**src/hw/dcache_config.svh**
```systemverilog
`ifndef DCACHE_CONFIG_SVH
`define DCACHE_CONFIG_SVH

// Bus and line geometry
`define DC_ADDR_W          32
`define DC_WORD_W          32
`define DC_LINE_W          256
`define DC_WORDS_PER_LINE  8
`define DC_WORD_LSB        2     // Byte offset inside a word below this

`define DC_TAG_LSB         7
`define DC_TAG_W           8
`define DC_INDEX_LSB       5
`define DC_INDEX_W         2
`define DC_LINES           4

// Peripheral window, never cached
`define DC_UNCACHED_W      16
`define DC_UNCACHED_PREFIX 16'hffff

`endif

```
**src/hw/dcache_pkg.sv**
```systemverilog
`default_nettype none

`include "dcache_config.svh"

package dcache_pkg;

    typedef logic [`DC_ADDR_W-1:0]                 addr_t;
    typedef logic [`DC_WORD_W-1:0]                 word_t;
    typedef logic [`DC_LINE_W-1:0]                 line_t;
    typedef logic [`DC_TAG_W-1:0]                  tag_t;
    typedef logic [`DC_INDEX_W-1:0]                index_t;
    typedef logic [$clog2(`DC_WORDS_PER_LINE)-1:0] word_sel_t;
    typedef logic [`DC_WORD_W/8-1:0]               byte_en_t;

    typedef enum logic [1:0] {RD_IDLE, RD_TAG_CHK, RD_REFILL, RD_UNC_WAIT} rd_state_e;
    typedef enum logic [1:0] {WR_IDLE, WR_ISSUE, WR_WAIT} wr_state_e;

    // One mask byte per enable bit
    function automatic word_t expand_be(input byte_en_t be);
        word_t mask;
        for (int b = 0; b < `DC_WORD_W / 8; b++) begin
            mask[b*8 +: 8] = {8{be[b]}};
        end
        return mask;
    endfunction

endpackage

`default_nettype wire

```
**src/hw/dcache_ctrl.sv**
```systemverilog
`timescale 1ns/1ps
`default_nettype none

`include "dcache_config.svh"

module dcache_ctrl (
    input  wire                  cpu_clk,
    input  wire                  cpu_rst,
    input  dcache_pkg::byte_en_t data_ren,
    input  dcache_pkg::byte_en_t data_wen,
    input  dcache_pkg::addr_t    data_addr,
    input  wire                  dev_rrdy,
    input  wire                  dev_wrdy,
    input  wire                  dev_rvalid,
    input  wire                  hit,
    output logic                 data_valid,
    output logic                 data_wresp,
    output logic                 refill_we,
    output logic                 merge_we,
    output logic                 rd_issue,
    output logic                 wr_issue,
    output logic                 unc_sel
);

    dcache_pkg::rd_state_e rd_state, rd_next;
    dcache_pkg::wr_state_e wr_state, wr_next;
    logic unc_done_q;   // Uncached word captured last cycle
    logic wr_issued_q;  // cpu_wen is on the bus this cycle
    logic rd_hit;

    assign unc_sel = (data_addr[`DC_ADDR_W-1 -: `DC_UNCACHED_W] == `DC_UNCACHED_PREFIX);

    always_ff @(posedge cpu_clk or posedge cpu_rst) begin
        if (cpu_rst) begin
            rd_state    <= dcache_pkg::RD_IDLE;
            wr_state    <= dcache_pkg::WR_IDLE;
            unc_done_q  <= 1'b0;
            wr_issued_q <= 1'b0;
        end else begin
            rd_state    <= rd_next;
            wr_state    <= wr_next;
            unc_done_q  <= (rd_state == dcache_pkg::RD_UNC_WAIT) && dev_rvalid;
            wr_issued_q <= wr_issue;
        end
    end

    // Read side
    always_comb begin
        rd_next   = rd_state;
        rd_issue  = 1'b0;
        refill_we = 1'b0;
        rd_hit    = 1'b0;
        case (rd_state)
            dcache_pkg::RD_IDLE: begin
                // Skip the cycle that still answers an uncached read
                if (|data_ren && !unc_done_q) rd_next = dcache_pkg::RD_TAG_CHK;
            end
            dcache_pkg::RD_TAG_CHK: begin
                if (unc_sel) begin
                    if (dev_rrdy) begin
                        rd_issue = 1'b1;
                        rd_next  = dcache_pkg::RD_UNC_WAIT;
                    end
                end else if (hit) begin
                    rd_hit  = 1'b1;
                    rd_next = dcache_pkg::RD_IDLE;
                end else if (dev_rrdy) begin
                    rd_issue = 1'b1;   // Line fill request
                    rd_next  = dcache_pkg::RD_REFILL;
                end
            end
            dcache_pkg::RD_REFILL: begin
                if (dev_rvalid) begin
                    refill_we = 1'b1;
                    rd_next   = dcache_pkg::RD_TAG_CHK;   // Hits on the fresh line
                end
            end
            dcache_pkg::RD_UNC_WAIT: begin
                if (dev_rvalid) rd_next = dcache_pkg::RD_IDLE;
            end
            default: rd_next = dcache_pkg::RD_IDLE;
        endcase
    end

    assign data_valid = rd_hit | unc_done_q;

    // Write-through side with no allocate on a miss
    always_comb begin
        wr_next    = wr_state;
        wr_issue   = 1'b0;
        merge_we   = 1'b0;
        data_wresp = 1'b0;
        case (wr_state)
            dcache_pkg::WR_IDLE: begin
                if (|data_wen) wr_next = dcache_pkg::WR_ISSUE;
            end
            dcache_pkg::WR_ISSUE: begin
                if (dev_wrdy) begin
                    wr_issue = 1'b1;
                    merge_we = hit && !unc_sel;
                    wr_next  = dcache_pkg::WR_WAIT;
                end
            end
            dcache_pkg::WR_WAIT: begin
                // Ready still high in the pulse cycle, so ignore it there
                if (dev_wrdy && !wr_issued_q) begin
                    data_wresp = 1'b1;
                    wr_next    = dcache_pkg::WR_IDLE;
                end
            end
            default: wr_next = dcache_pkg::WR_IDLE;
        endcase
    end

    a_one_response: assert property (@(posedge cpu_clk) disable iff (cpu_rst)
        !(data_valid && data_wresp))
        else $error("data_valid and data_wresp high together");

endmodule

`default_nettype wire

```
**src/hw/dcache_line_merge.sv**
```systemverilog
`timescale 1ns/1ps
`default_nettype none

`include "dcache_config.svh"

module dcache_line_merge (
    input  dcache_pkg::line_t    line_q,
    input  dcache_pkg::addr_t    data_addr,
    input  dcache_pkg::byte_en_t data_wen,
    input  dcache_pkg::word_t    data_wdata,
    output dcache_pkg::line_t    merged_line
);

    dcache_pkg::word_sel_t word_sel;

    assign word_sel = data_addr[`DC_INDEX_LSB-1:`DC_WORD_LSB];

    // Untouched bytes keep their old value
    always_comb begin
        merged_line = line_q;
        for (int b = 0; b < `DC_WORD_W / 8; b++) begin
            if (data_wen[b]) begin
                merged_line[word_sel*`DC_WORD_W + b*8 +: 8] = data_wdata[b*8 +: 8];
            end
        end
    end

endmodule

`default_nettype wire

```
**src/hw/dcache_read_bus.sv**
```systemverilog
`timescale 1ns/1ps
`default_nettype none

`include "dcache_config.svh"

module dcache_read_bus (
    input  wire                  cpu_clk,
    input  wire                  cpu_rst,
    input  wire                  rd_issue,
    input  wire                  unc_sel,
    input  dcache_pkg::addr_t    data_addr,
    input  dcache_pkg::byte_en_t data_ren,
    input  wire                  dev_rvalid,
    input  dcache_pkg::line_t    dev_rdata,
    output dcache_pkg::byte_en_t cpu_ren,
    output dcache_pkg::addr_t    cpu_raddr,
    output dcache_pkg::word_t    unc_rdata
);

    dcache_pkg::addr_t line_addr;

    assign line_addr = {data_addr[`DC_ADDR_W-1:`DC_INDEX_LSB], {`DC_INDEX_LSB{1'b0}}};

    // Request strobe, one cycle per issue
    always_ff @(posedge cpu_clk or posedge cpu_rst) begin
        if (cpu_rst) begin
            cpu_ren <= '0;
        end else if (rd_issue) begin
            cpu_ren <= unc_sel ? data_ren : '1;   // Whole line on a fill
        end else begin
            cpu_ren <= '0;
        end
    end

    always_ff @(posedge cpu_clk) begin
        if (rd_issue) cpu_raddr <= unc_sel ? data_addr : line_addr;
    end

    // Uncached word arrives in bits 31:0
    always_ff @(posedge cpu_clk) begin
        if (dev_rvalid && unc_sel) begin
            unc_rdata <= dev_rdata[`DC_WORD_W-1:0] & dcache_pkg::expand_be(data_ren);
        end
    end

endmodule

`default_nettype wire

```
**src/hw/dcache_store.sv**
```systemverilog
`timescale 1ns/1ps
`default_nettype none

`include "dcache_config.svh"

module dcache_store (
    input  wire                cpu_clk,
    input  wire                cpu_rst,
    input  dcache_pkg::addr_t  data_addr,
    input  wire                refill_we,
    input  wire                merge_we,
    input  dcache_pkg::line_t  dev_rdata,
    input  dcache_pkg::line_t  merged_line,
    output dcache_pkg::line_t  line_q,
    output logic               hit
);

    dcache_pkg::index_t idx;
    dcache_pkg::tag_t   cur_tag;
    logic [`DC_LINES-1:0] valid_r;
    dcache_pkg::tag_t   tag_mem  [`DC_LINES];
    dcache_pkg::line_t  data_mem [`DC_LINES];
    logic               valid_q;
    dcache_pkg::tag_t   tag_q;

    assign idx     = data_addr[`DC_INDEX_LSB +: `DC_INDEX_W];
    assign cur_tag = data_addr[`DC_TAG_LSB +: `DC_TAG_W];

    always_ff @(posedge cpu_clk or posedge cpu_rst) begin
        if (cpu_rst) begin
            valid_r <= '0;
            valid_q <= 1'b0;
        end else begin
            if (refill_we) valid_r[idx] <= 1'b1;
            valid_q <= refill_we | valid_r[idx];
        end
    end

    // Arrays plus the registered entry, new data forwarded on a write
    always_ff @(posedge cpu_clk) begin
        if (refill_we) begin
            tag_mem[idx]  <= cur_tag;
            data_mem[idx] <= dev_rdata;
        end else if (merge_we) begin
            data_mem[idx] <= merged_line;   // Tag already matches on a write hit
        end
        tag_q <= refill_we ? cur_tag : tag_mem[idx];
        if (refill_we) line_q <= dev_rdata;
        else if (merge_we) line_q <= merged_line;
        else line_q <= data_mem[idx];
    end

    assign hit = valid_q && (tag_q == cur_tag);

    a_single_writer: assert property (@(posedge cpu_clk) disable iff (cpu_rst)
        !(refill_we && merge_we))
        else $error("refill and merge write in the same cycle");

endmodule

`default_nettype wire

```
**src/hw/dcache_top.sv**
```systemverilog
`timescale 1ns/1ps
`default_nettype none

module dcache_top (
    input  wire                  cpu_clk,
    input  wire                  cpu_rst,
    // CPU load/store port
    input  dcache_pkg::byte_en_t data_ren,
    input  dcache_pkg::addr_t    data_addr,
    output logic                 data_valid,
    output dcache_pkg::word_t    data_rdata,
    input  dcache_pkg::byte_en_t data_wen,
    input  dcache_pkg::word_t    data_wdata,
    output logic                 data_wresp,
    // Write channel
    input  wire                  dev_wrdy,
    output dcache_pkg::byte_en_t cpu_wen,
    output dcache_pkg::addr_t    cpu_waddr,
    output dcache_pkg::word_t    cpu_wdata,
    // Read channel
    input  wire                  dev_rrdy,
    output dcache_pkg::byte_en_t cpu_ren,
    output dcache_pkg::addr_t    cpu_raddr,
    input  wire                  dev_rvalid,
    input  dcache_pkg::line_t    dev_rdata
);

    logic              hit;
    logic              refill_we;
    logic              merge_we;
    logic              rd_issue;
    logic              wr_issue;
    logic              unc_sel;
    dcache_pkg::line_t line_q;
    dcache_pkg::line_t merged_line;
    dcache_pkg::word_t word_rdata;
    dcache_pkg::word_t unc_rdata;

    dcache_ctrl u_ctrl (
        .cpu_clk    (cpu_clk),
        .cpu_rst    (cpu_rst),
        .data_ren   (data_ren),
        .data_wen   (data_wen),
        .data_addr  (data_addr),
        .dev_rrdy   (dev_rrdy),
        .dev_wrdy   (dev_wrdy),
        .dev_rvalid (dev_rvalid),
        .hit        (hit),
        .data_valid (data_valid),
        .data_wresp (data_wresp),
        .refill_we  (refill_we),
        .merge_we   (merge_we),
        .rd_issue   (rd_issue),
        .wr_issue   (wr_issue),
        .unc_sel    (unc_sel)
    );

    dcache_store u_store (
        .cpu_clk     (cpu_clk),
        .cpu_rst     (cpu_rst),
        .data_addr   (data_addr),
        .refill_we   (refill_we),
        .merge_we    (merge_we),
        .dev_rdata   (dev_rdata),
        .merged_line (merged_line),
        .line_q      (line_q),
        .hit         (hit)
    );

    dcache_word_select u_word_select (
        .line_q     (line_q),
        .data_addr  (data_addr),
        .data_ren   (data_ren),
        .word_rdata (word_rdata)
    );

    dcache_line_merge u_line_merge (
        .line_q      (line_q),
        .data_addr   (data_addr),
        .data_wen    (data_wen),
        .data_wdata  (data_wdata),
        .merged_line (merged_line)
    );

    dcache_read_bus u_read_bus (
        .cpu_clk    (cpu_clk),
        .cpu_rst    (cpu_rst),
        .rd_issue   (rd_issue),
        .unc_sel    (unc_sel),
        .data_addr  (data_addr),
        .data_ren   (data_ren),
        .dev_rvalid (dev_rvalid),
        .dev_rdata  (dev_rdata),
        .cpu_ren    (cpu_ren),
        .cpu_raddr  (cpu_raddr),
        .unc_rdata  (unc_rdata)
    );

    dcache_write_bus u_write_bus (
        .cpu_clk    (cpu_clk),
        .cpu_rst    (cpu_rst),
        .wr_issue   (wr_issue),
        .data_addr  (data_addr),
        .data_wen   (data_wen),
        .data_wdata (data_wdata),
        .cpu_wen    (cpu_wen),
        .cpu_waddr  (cpu_waddr),
        .cpu_wdata  (cpu_wdata)
    );

    assign data_rdata = unc_sel ? unc_rdata : word_rdata;   // Peripheral reads bypass the line

endmodule

`default_nettype wire

```
**src/hw/dcache_word_select.sv**
```systemverilog
`timescale 1ns/1ps
`default_nettype none

`include "dcache_config.svh"

module dcache_word_select (
    input  dcache_pkg::line_t    line_q,
    input  dcache_pkg::addr_t    data_addr,
    input  dcache_pkg::byte_en_t data_ren,
    output dcache_pkg::word_t    word_rdata
);

    dcache_pkg::word_sel_t word_sel;
    dcache_pkg::word_t     word_raw;

    assign word_sel = data_addr[`DC_INDEX_LSB-1:`DC_WORD_LSB];

    // Word 0 sits in the low bits of the line
    assign word_raw = line_q[word_sel*`DC_WORD_W +: `DC_WORD_W];

    assign word_rdata = word_raw & dcache_pkg::expand_be(data_ren);   // Unread bytes are zero

endmodule

`default_nettype wire

```
**src/hw/dcache_write_bus.sv**
```systemverilog
`timescale 1ns/1ps
`default_nettype none

module dcache_write_bus (
    input  wire                  cpu_clk,
    input  wire                  cpu_rst,
    input  wire                  wr_issue,
    input  dcache_pkg::addr_t    data_addr,
    input  dcache_pkg::byte_en_t data_wen,
    input  dcache_pkg::word_t    data_wdata,
    output dcache_pkg::byte_en_t cpu_wen,
    output dcache_pkg::addr_t    cpu_waddr,
    output dcache_pkg::word_t    cpu_wdata
);

    always_ff @(posedge cpu_clk or posedge cpu_rst) begin
        if (cpu_rst) begin
            cpu_wen <= '0;
        end else begin
            cpu_wen <= wr_issue ? data_wen : '0;
        end
    end

    // Full address, disabled bytes forced to zero
    always_ff @(posedge cpu_clk) begin
        if (wr_issue) begin
            cpu_waddr <= data_addr;
            cpu_wdata <= data_wdata & dcache_pkg::expand_be(data_wen);
        end
    end

    a_wen_pulse: assert property (@(posedge cpu_clk) disable iff (cpu_rst)
        (cpu_wen != '0) |=> (cpu_wen == '0))
        else $error("cpu_wen held for two cycles");

endmodule

`default_nettype wire

```
**config.mk**
```make
export PLATFORM = sky130hd
export DESIGN_NAME = dcache_top
export DESIGN_NICKNAME = d
export VERILOG_FILES = /design/src/hw/dcache_pkg.sv /design/src/hw/dcache_ctrl.sv /design/src/hw/dcache_line_merge.sv /design/src/hw/dcache_read_bus.sv /design/src/hw/dcache_store.sv /design/src/hw/dcache_top.sv /design/src/hw/dcache_word_select.sv /design/src/hw/dcache_write_bus.sv
export VERILOG_INCLUDE_DIRS = /design/src /design/src/hw
export SDC_FILE = /design/constraint.sdc
export NUM_CORES = 2
export LEC_CHECK = 0
export BUFFER_PORTS_ARGS = -buffer_cell sky130_fd_sc_hd__buf_4
export CAP_MARGIN = 20
export CORE_ASPECT_RATIO = 1.25
export CORE_UTILIZATION = 50
export DETAILED_ROUTE_END_ITERATION = 10
export PLACE_DENSITY = 0.68
export SLEW_MARGIN = 20
export SYNTH_ARGS = -nofsm -noshare
export SYNTH_HDL_FRONTEND = slang
export SYNTH_HIERARCHICAL = 1
export SYNTH_SLANG_ARGS = --single-unit
```
**constraint.sdc**
```tcl
create_clock -name cpu_clk -period 59.3 [get_ports cpu_clk]
set_input_delay 2.965 -clock cpu_clk [delete_from_list [all_inputs] [get_ports cpu_clk]]
set_output_delay 2.965 -clock cpu_clk [all_outputs]
set_load 0.01 [all_outputs]
```
Word level (Yosys, flattened, before mapping)
Memories as Yosys holds them, arrays and structs flattened. A register that Yosys moved wholly into a read port is not among the register bits.
Cells that the tools add are included.
W data, S select, Z words.

storage, ports and cells
  output and inout port bits = 138
  memories kept = 2
  memory bits (writable) = 1056
  input bits = 333
  logic and storage cells = 123
  flip-flop bits (word level) = 403

memories
  memory            depth  width  read ports  clocked after memory_dff  write ports  RTL line            source
  u_store.data_mem  4      256    1           0                         1            dcache_store.sv:22  dcache_pkg::line_t data_mem [`DC_LINES];
  u_store.tag_mem   4      8      1           1                         1            dcache_store.sv:21  dcache_pkg::tag_t tag_mem [`DC_LINES];

operators by class
  bitwise operators = 7
  shift operators = 9
  magnitude comparators = 2
  equality and inequality tests = 15
  reduce and logical (&&, ||, !) cells = 16
  $add $sub $neg = 7
  multiplexer cells = 51

operators by type and width
  operator                    count
  $mux W256                   7
  $bwmux W256                 4
  $shift A8 B34 Y256 const A  4
  $shiftx A8 B34 Y256         4
  $shiftx A256 B9 Y32         1
  $neg A32 Y34                3
  $and A32 B32 Y32            3
  $neg A8 Y34                 1
  $mux W32                    1
  $mux W1                     22
  $mux W2                     10
  $add A8 B5 Y9 const B       2
  $eq A16 B16 Y1 const B      1
  $mux W4                     3
  $add A8 B4 Y9 const B       1
  $eq A8 B8 Y1                1
  $pmux W2 S4                 1
  $reduce_or A4 Y1            2
  $logic_and A1 B1 Y1         7
  $eq A2 B2 Y1 const B        3
  $ne A2 B1 Y1 const B        3
  $ne A2 B2 Y1 const B        3
  $pmux W2 S3                 1
  $reduce_and A5 Y1           1
  other kinds (12)            18

Longest topological paths before layout
  word-level depth = 12
  gate-level depth with buffers = 13
  gate-level depth less buffers = 8

Hierarchy
Netlist, hierarchy kept.

by module, submodules not included
  module              sequential area each (um^2)  times used  area each (um^2)  cells each
  dcache_store        37000.5                      1           51692.1           2817
  dcache_line_merge   0.0                          1           3707.3            692
  dcache_word_select  0.0                          1           2381.0            219
  dcache_read_bus     2021.9                       1           2308.5            115
  dcache_write_bus    2021.9                       1           2250.9            105
  dcache_top          0.0                          1           544.3             36
  dcache_ctrl         150.1                        1           399.1             40

Worst setup path before layout
OpenSTA, ideal clock, no wires.

  path type = input-to-reg
  start point = in data_addr[8]
  end point = mem u_store/data_mem[2][0] (netlist name) (enable)
  stages on the path = 10
  required time = 58.062 ns
  library setup time = 1.238 ns
  arrival = 23.252 ns
  slack = 34.810 ns
  buffers on the path = 3
  path through = xor2_1 -> nand3b_1 -> a2111oi_2 -> o41ai_4 -> nor2_1 -> clkbuf_1 -> buf_2 -> buf_2 -> nor2_1 -> nor3b_1

on the way
  longest elaborated chain between the ends = 9

RTL lines
  what                           RTL line            source
  start, declared                dcache_top.sv:9     input dcache_pkg::addr_t data_addr,
  $eq A8 B8 Y1                   dcache_store.sv:53  assign hit = valid_q && (tag_q == cur_tag);
  $logic_and A1 B1 Y1            dcache_store.sv:53
  named net hit                  dcache_top.sv:28    logic hit;
  $logic_and A1 B1 Y1            dcache_ctrl.sv:100  merge_we = hit && !unc_sel;
  $mux W1                        dcache_ctrl.sv:98   if (dev_wrdy) begin
  $mux W1                        dcache_ctrl.sv:93   case (wr_state)
  named net merge_we             dcache_top.sv:30    logic merge_we;
  $mux W1                        dcache_store.sv:44  end else if (merge_we) begin
  $mux W1                        dcache_store.sv:41  if (refill_we) begin
  $mux W1 (not written as such)  dcache_store.sv:45  data_mem[idx] <= merged_line;
  $or A1 B1 Y1 (no line)         -
  end, declared                  dcache_store.sv:22

The timed path passes the listed nets, and every way through them passes these cells.

Worst setup path in the final report
  start point = in data_addr[4]
  end point = out data_rdata[30]

on the way
  longest elaborated chain between the ends = 3

RTL lines
  what                      RTL line                  source
  $shiftx A256 B9 Y32       dcache_word_select.sv:19  assign word_raw = line_q[word_sel*`DC_WORD_W +: `DC_WORD_W];
  $and A32 B32 Y32          dcache_word_select.sv:21  assign word_rdata = word_raw & dcache_pkg::expand_be(data_ren);
  named net word_rdata[30]  dcache_top.sv:36          dcache_pkg::word_t word_rdata;
  $mux W32                  dcache_top.sv:111         assign data_rdata = unc_sel ? unc_rdata : word_rdata;
  end, declared             dcache_top.sv:11          output dcache_pkg::word_t data_rdata,

The timed path passes the listed nets, and every way through them passes these cells.

==> run metrics <==
Async S/R FF share, synth 1.30%; Unique masters post-synth 58; nets 4774; post-route ant nets 0; register clock-pin slew on the reported worst setup and hold paths 0.06 ns; CTS tree done; buffer and inverter count on the worst path 4; CTS buffer count 144; WL/cell 31.1 um; Worst VDD drop 24.6 uV; Yosys reg bits 1461; total of buffers placed on input and output ports 470; row count 145; Sum Neg Setup Slack 0 ns; layout-stage area growth over the synthesis result 15.1%; final period demand of the worst path 8.61 ns; cell area reported after detailed placement 0.0680 mm^2; result of the run completed; number of setup violations in the final report 0; horizontal die dimension 320 um; data arrival time of the worst path 5.65 ns; number of instances in the placed design 5905; post-detailed-routing wire length 192000 um; die height 400 um; fin. max-slew vios 0; final cell utilization of the core 58.2%; number of instances resized during post-cts repair 0; H-tree levels 4; delay-heaviest family, CP buffers and inverters; count of synthesis-stage warnings from yosys 6; Setup Skew 0.0312 ns; unrepaired setup endpoints after global routing false; most instantiated flip-flop cell in the synthesis netlist sky130_fd_sc_hd__edfxtp_1; post-route DRC violation count 0; effective utilization at floorplan 50.6%; final setup slack of the worst path 50.69 ns; CP endpoint kind output port; top-area cell type share of the netlist area 56.2%; count leader, synth sky130_fd_sc_hd__edfxtp_1; final instance count without filler cells 6190; total via count after detailed routing 37977; CP max stage delay 0.70 ns; area of the core region 0.125 mm^2; clock sink count 1461; insertion delay of the later-clocked pin in the worst-skew pair 0.77 ns; Netlist Area Pre-Place 0.0633 mm^2; number of placed I/O pins 471; DPL Wire Length 129000 um; first-pass GRT wire length 270000 um; number of max-capacitance violations reported 0; pin count of the biggest net entering global routing 211; total power 2.50 mW; kind of launch point of the worst setup path input pin; Post-Synthesis Mean Instance Area 15.7 um^2; clock root buffer master sky130_fd_sc_hd__clkbuf_16; worst slack at placement 50.51 ns; first-pass iteration count of the detailed router 5; maximum clock insertion buffer count 3; ratio of cells with drive above 1 in the final layout 31.9%; Congestion Overflow GR 0; starting DRC count in detailed routing 4060; ordered cell list for the critical path buf_6 > buf_4 > mux4_2 > inv_1 > a221oi_1 > mux2_4 > buf_4; EDFF count, synth 1184; ratio of final minimum period to clock period 14.5%; vias per cell 6.14; global-route usage over all layers 30.1%; Leak 24.7 nW; Final Hold Slack 0.467 ns; relative slew slack 21.8%; cell taking the most area after synthesis sky130_fd_sc_hd__edfxtp_1; final weighted congestion in routability-driven placement 0.870; slowest stage cell, crit path sky130_fd_sc_hd__buf_4; number of failing hold endpoints at the final stage 0; Critical Path Most Common Cell sky130_fd_sc_hd__buf_4; most frequent cells after synthesis sky130_fd_sc_hd__edfxtp_1 (1184), sky130_fd_sc_hd__nand2_1 (562), sky130_fd_sc_hd__o21ai_0 (483); leading post-synthesis cells by cell area sky130_fd_sc_hd__edfxtp_1 (56%), sky130_fd_sc_hd__mux4_2 (10%), sky130_fd_sc_hd__dfxtp_1 (8.2%); number of global-route vias before repair 37308; Post-CTS Hold Buffers 0; Post-CTS Setup Repair Bufs 0; total power per unit cell area 34.3 mW/mm^2; net count after synthesis 4364; WS Path Type in -> out; post-route cell area 0.0728 mm^2; sequential-to-total area share from yosys stat 65.1%; worst hold-check path type reg -> reg; required time of the worst setup path 56.34 ns; DIE AREA 0.128 mm^2; antenna violations before repair 23; peak clock frequency supported by timing 116 MHz; transition time at the pin with the least slew margin 1.17 ns; instance count of the mapped netlist 4024; top fanout value on the critical path 76
sequential cells by signal, indices dropped and copies added, names as in the netlist, named ones only:
| name | flops |
|---|---|
| u_ctrl/rd_state | 2 |
| u_ctrl/unc_done_q | 1 |
| u_ctrl/wr_issued_q | 1 |
| u_ctrl/wr_state | 2 |
| u_read_bus/cpu_raddr | 32 |
| u_read_bus/cpu_ren | 4 |
| u_read_bus/unc_rdata | 32 |
| u_store/data_mem | 1024 |
| u_store/line_q | 256 |
| u_store/tag_mem | 32 |
| u_store/valid_q | 1 |
| u_store/valid_r | 4 |
| u_write_bus/cpu_waddr | 32 |
| u_write_bus/cpu_wdata | 32 |
| u_write_bus/cpu_wen | 4 |
routing by layer:
layer	GRT usage, %	vias to the layer above	routed length, um	part of all wire (%)
li1	-	16326	-	-
met4	18.2	12	12500	6.5
met2	48.2	1966	91300	47
met5	0	-	59	0.031
met1	37.8	19251	71100	37
met3	6.25	422	17400	9.1
final timing paths:
check                                   startpoint                        to  slack (ns)  depth (start not counted)
worst min-delay path            u_store/valid_r[1]        u_store/valid_r[1]        0.47                          1
worst max-delay path                  data_addr[4]            data_rdata[30]       50.69                          7
min in group asynchronous                  cpu_rst        u_store/valid_r[0]        2.13                          2
max in group asynchronous                  cpu_rst        u_ctrl/wr_state[1]       56.89                          2
worst min register to register  u_store/valid_r[1]        u_store/valid_r[1]        0.47                          1
worst max register to register           flip-flop  u_store/data_mem[0][228]       52.34                         12
final cells by class:
type	count	area (um^2)
tap	1617	2020
fill	9683	52300
antenna	21	52.6
clock inverter	62	662
inverter	48	180
timing repair buffer	516	3970
clock buffer	202	4090
sequential	1461	41200
multi-input combinational	2263	20700
cells in the final DEF, fill, tap and decap left out, types with 5 or more instances in the layout:
cell,Yosys,routed
sky130_fd_sc_hd__a21bo_2,8,8
sky130_fd_sc_hd__a221oi_2,29,29
sky130_fd_sc_hd__and2_1,93,92
sky130_fd_sc_hd__and2_2,5,6
sky130_fd_sc_hd__buf_12,6,6
sky130_fd_sc_hd__buf_4,14,507
sky130_fd_sc_hd__bufinv_16,0,13
sky130_fd_sc_hd__clkbuf_1,105,37
sky130_fd_sc_hd__clkbuf_16,0,149
sky130_fd_sc_hd__clkbuf_8,0,16
sky130_fd_sc_hd__clkinv_1,0,16
sky130_fd_sc_hd__clkinv_2,0,23
sky130_fd_sc_hd__clkinvlp_4,0,5
sky130_fd_sc_hd__dfrtp_1,19,19
sky130_fd_sc_hd__dfxtp_1,258,258
sky130_fd_sc_hd__diode_2,0,21
sky130_fd_sc_hd__edfxtp_1,1184,1184
sky130_fd_sc_hd__ha_1,7,7
sky130_fd_sc_hd__inv_1,48,47
sky130_fd_sc_hd__mux2_1,19,19
sky130_fd_sc_hd__mux2_2,327,327
sky130_fd_sc_hd__mux2_4,30,30
sky130_fd_sc_hd__mux2i_1,290,290
sky130_fd_sc_hd__mux4_1,9,9
sky130_fd_sc_hd__mux4_2,287,287
sky130_fd_sc_hd__nand2_1,562,562
sky130_fd_sc_hd__nand3_1,12,12
sky130_fd_sc_hd__nand3b_1,13,13
sky130_fd_sc_hd__nand4_1,10,10
sky130_fd_sc_hd__nor3_2,4,6
sky130_fd_sc_hd__nor3b_2,0,5
sky130_fd_sc_hd__o21ai_0,483,483
sky130_fd_sc_hd__or2_2,5,5
sky130_fd_sc_hd__xnor2_1,7,7
worst register-to-register path: stages (launching register included):
cell                        delay [ns]
sky130_fd_sc_hd__dfxtp_1          0.61
sky130_fd_sc_hd__mux4_1           0.65
sky130_fd_sc_hd__xnor2_1          0.20
sky130_fd_sc_hd__nand4_1          0.17
sky130_fd_sc_hd__a2111oi_2        0.58
sky130_fd_sc_hd__o41ai_4          0.25
sky130_fd_sc_hd__nor2_4           0.14
sky130_fd_sc_hd__buf_4            0.65
sky130_fd_sc_hd__nor2_1           0.29
sky130_fd_sc_hd__nor3_2           0.45
sky130_fd_sc_hd__buf_12           0.69
sky130_fd_sc_hd__buf_4            0.88
sky130_fd_sc_hd__buf_4            0.94
cells by family (layout without fill, tap and decap cells):
logic type / count (synthesis) / count (layout) / synth area share (%)
mux: 962 / 962 / 22.0
fa+ha+maj: 7 / 7 / 0.138
xor+xnor: 10 / 10 / 0.138
other cells: 0 / 21 / 0
simple gates: 749 / 749 / 5.35
flops: 1461 / 1461 / 65.1
buf+inv: 300 / 828 / 2.36
compound gates: 535 / 535 / 4.87
where the power goes:
| part | switching [mW] | internal, mW |
|---|---|---|
| clock | 0.386 | 0.538 |
| sequential | 0.0661 | 1.19 |
| combinational | 0.186 | 0.127 |
| total | 0.638 | 1.86 |
No activity file was read; power rests on OpenSTA's default activity.
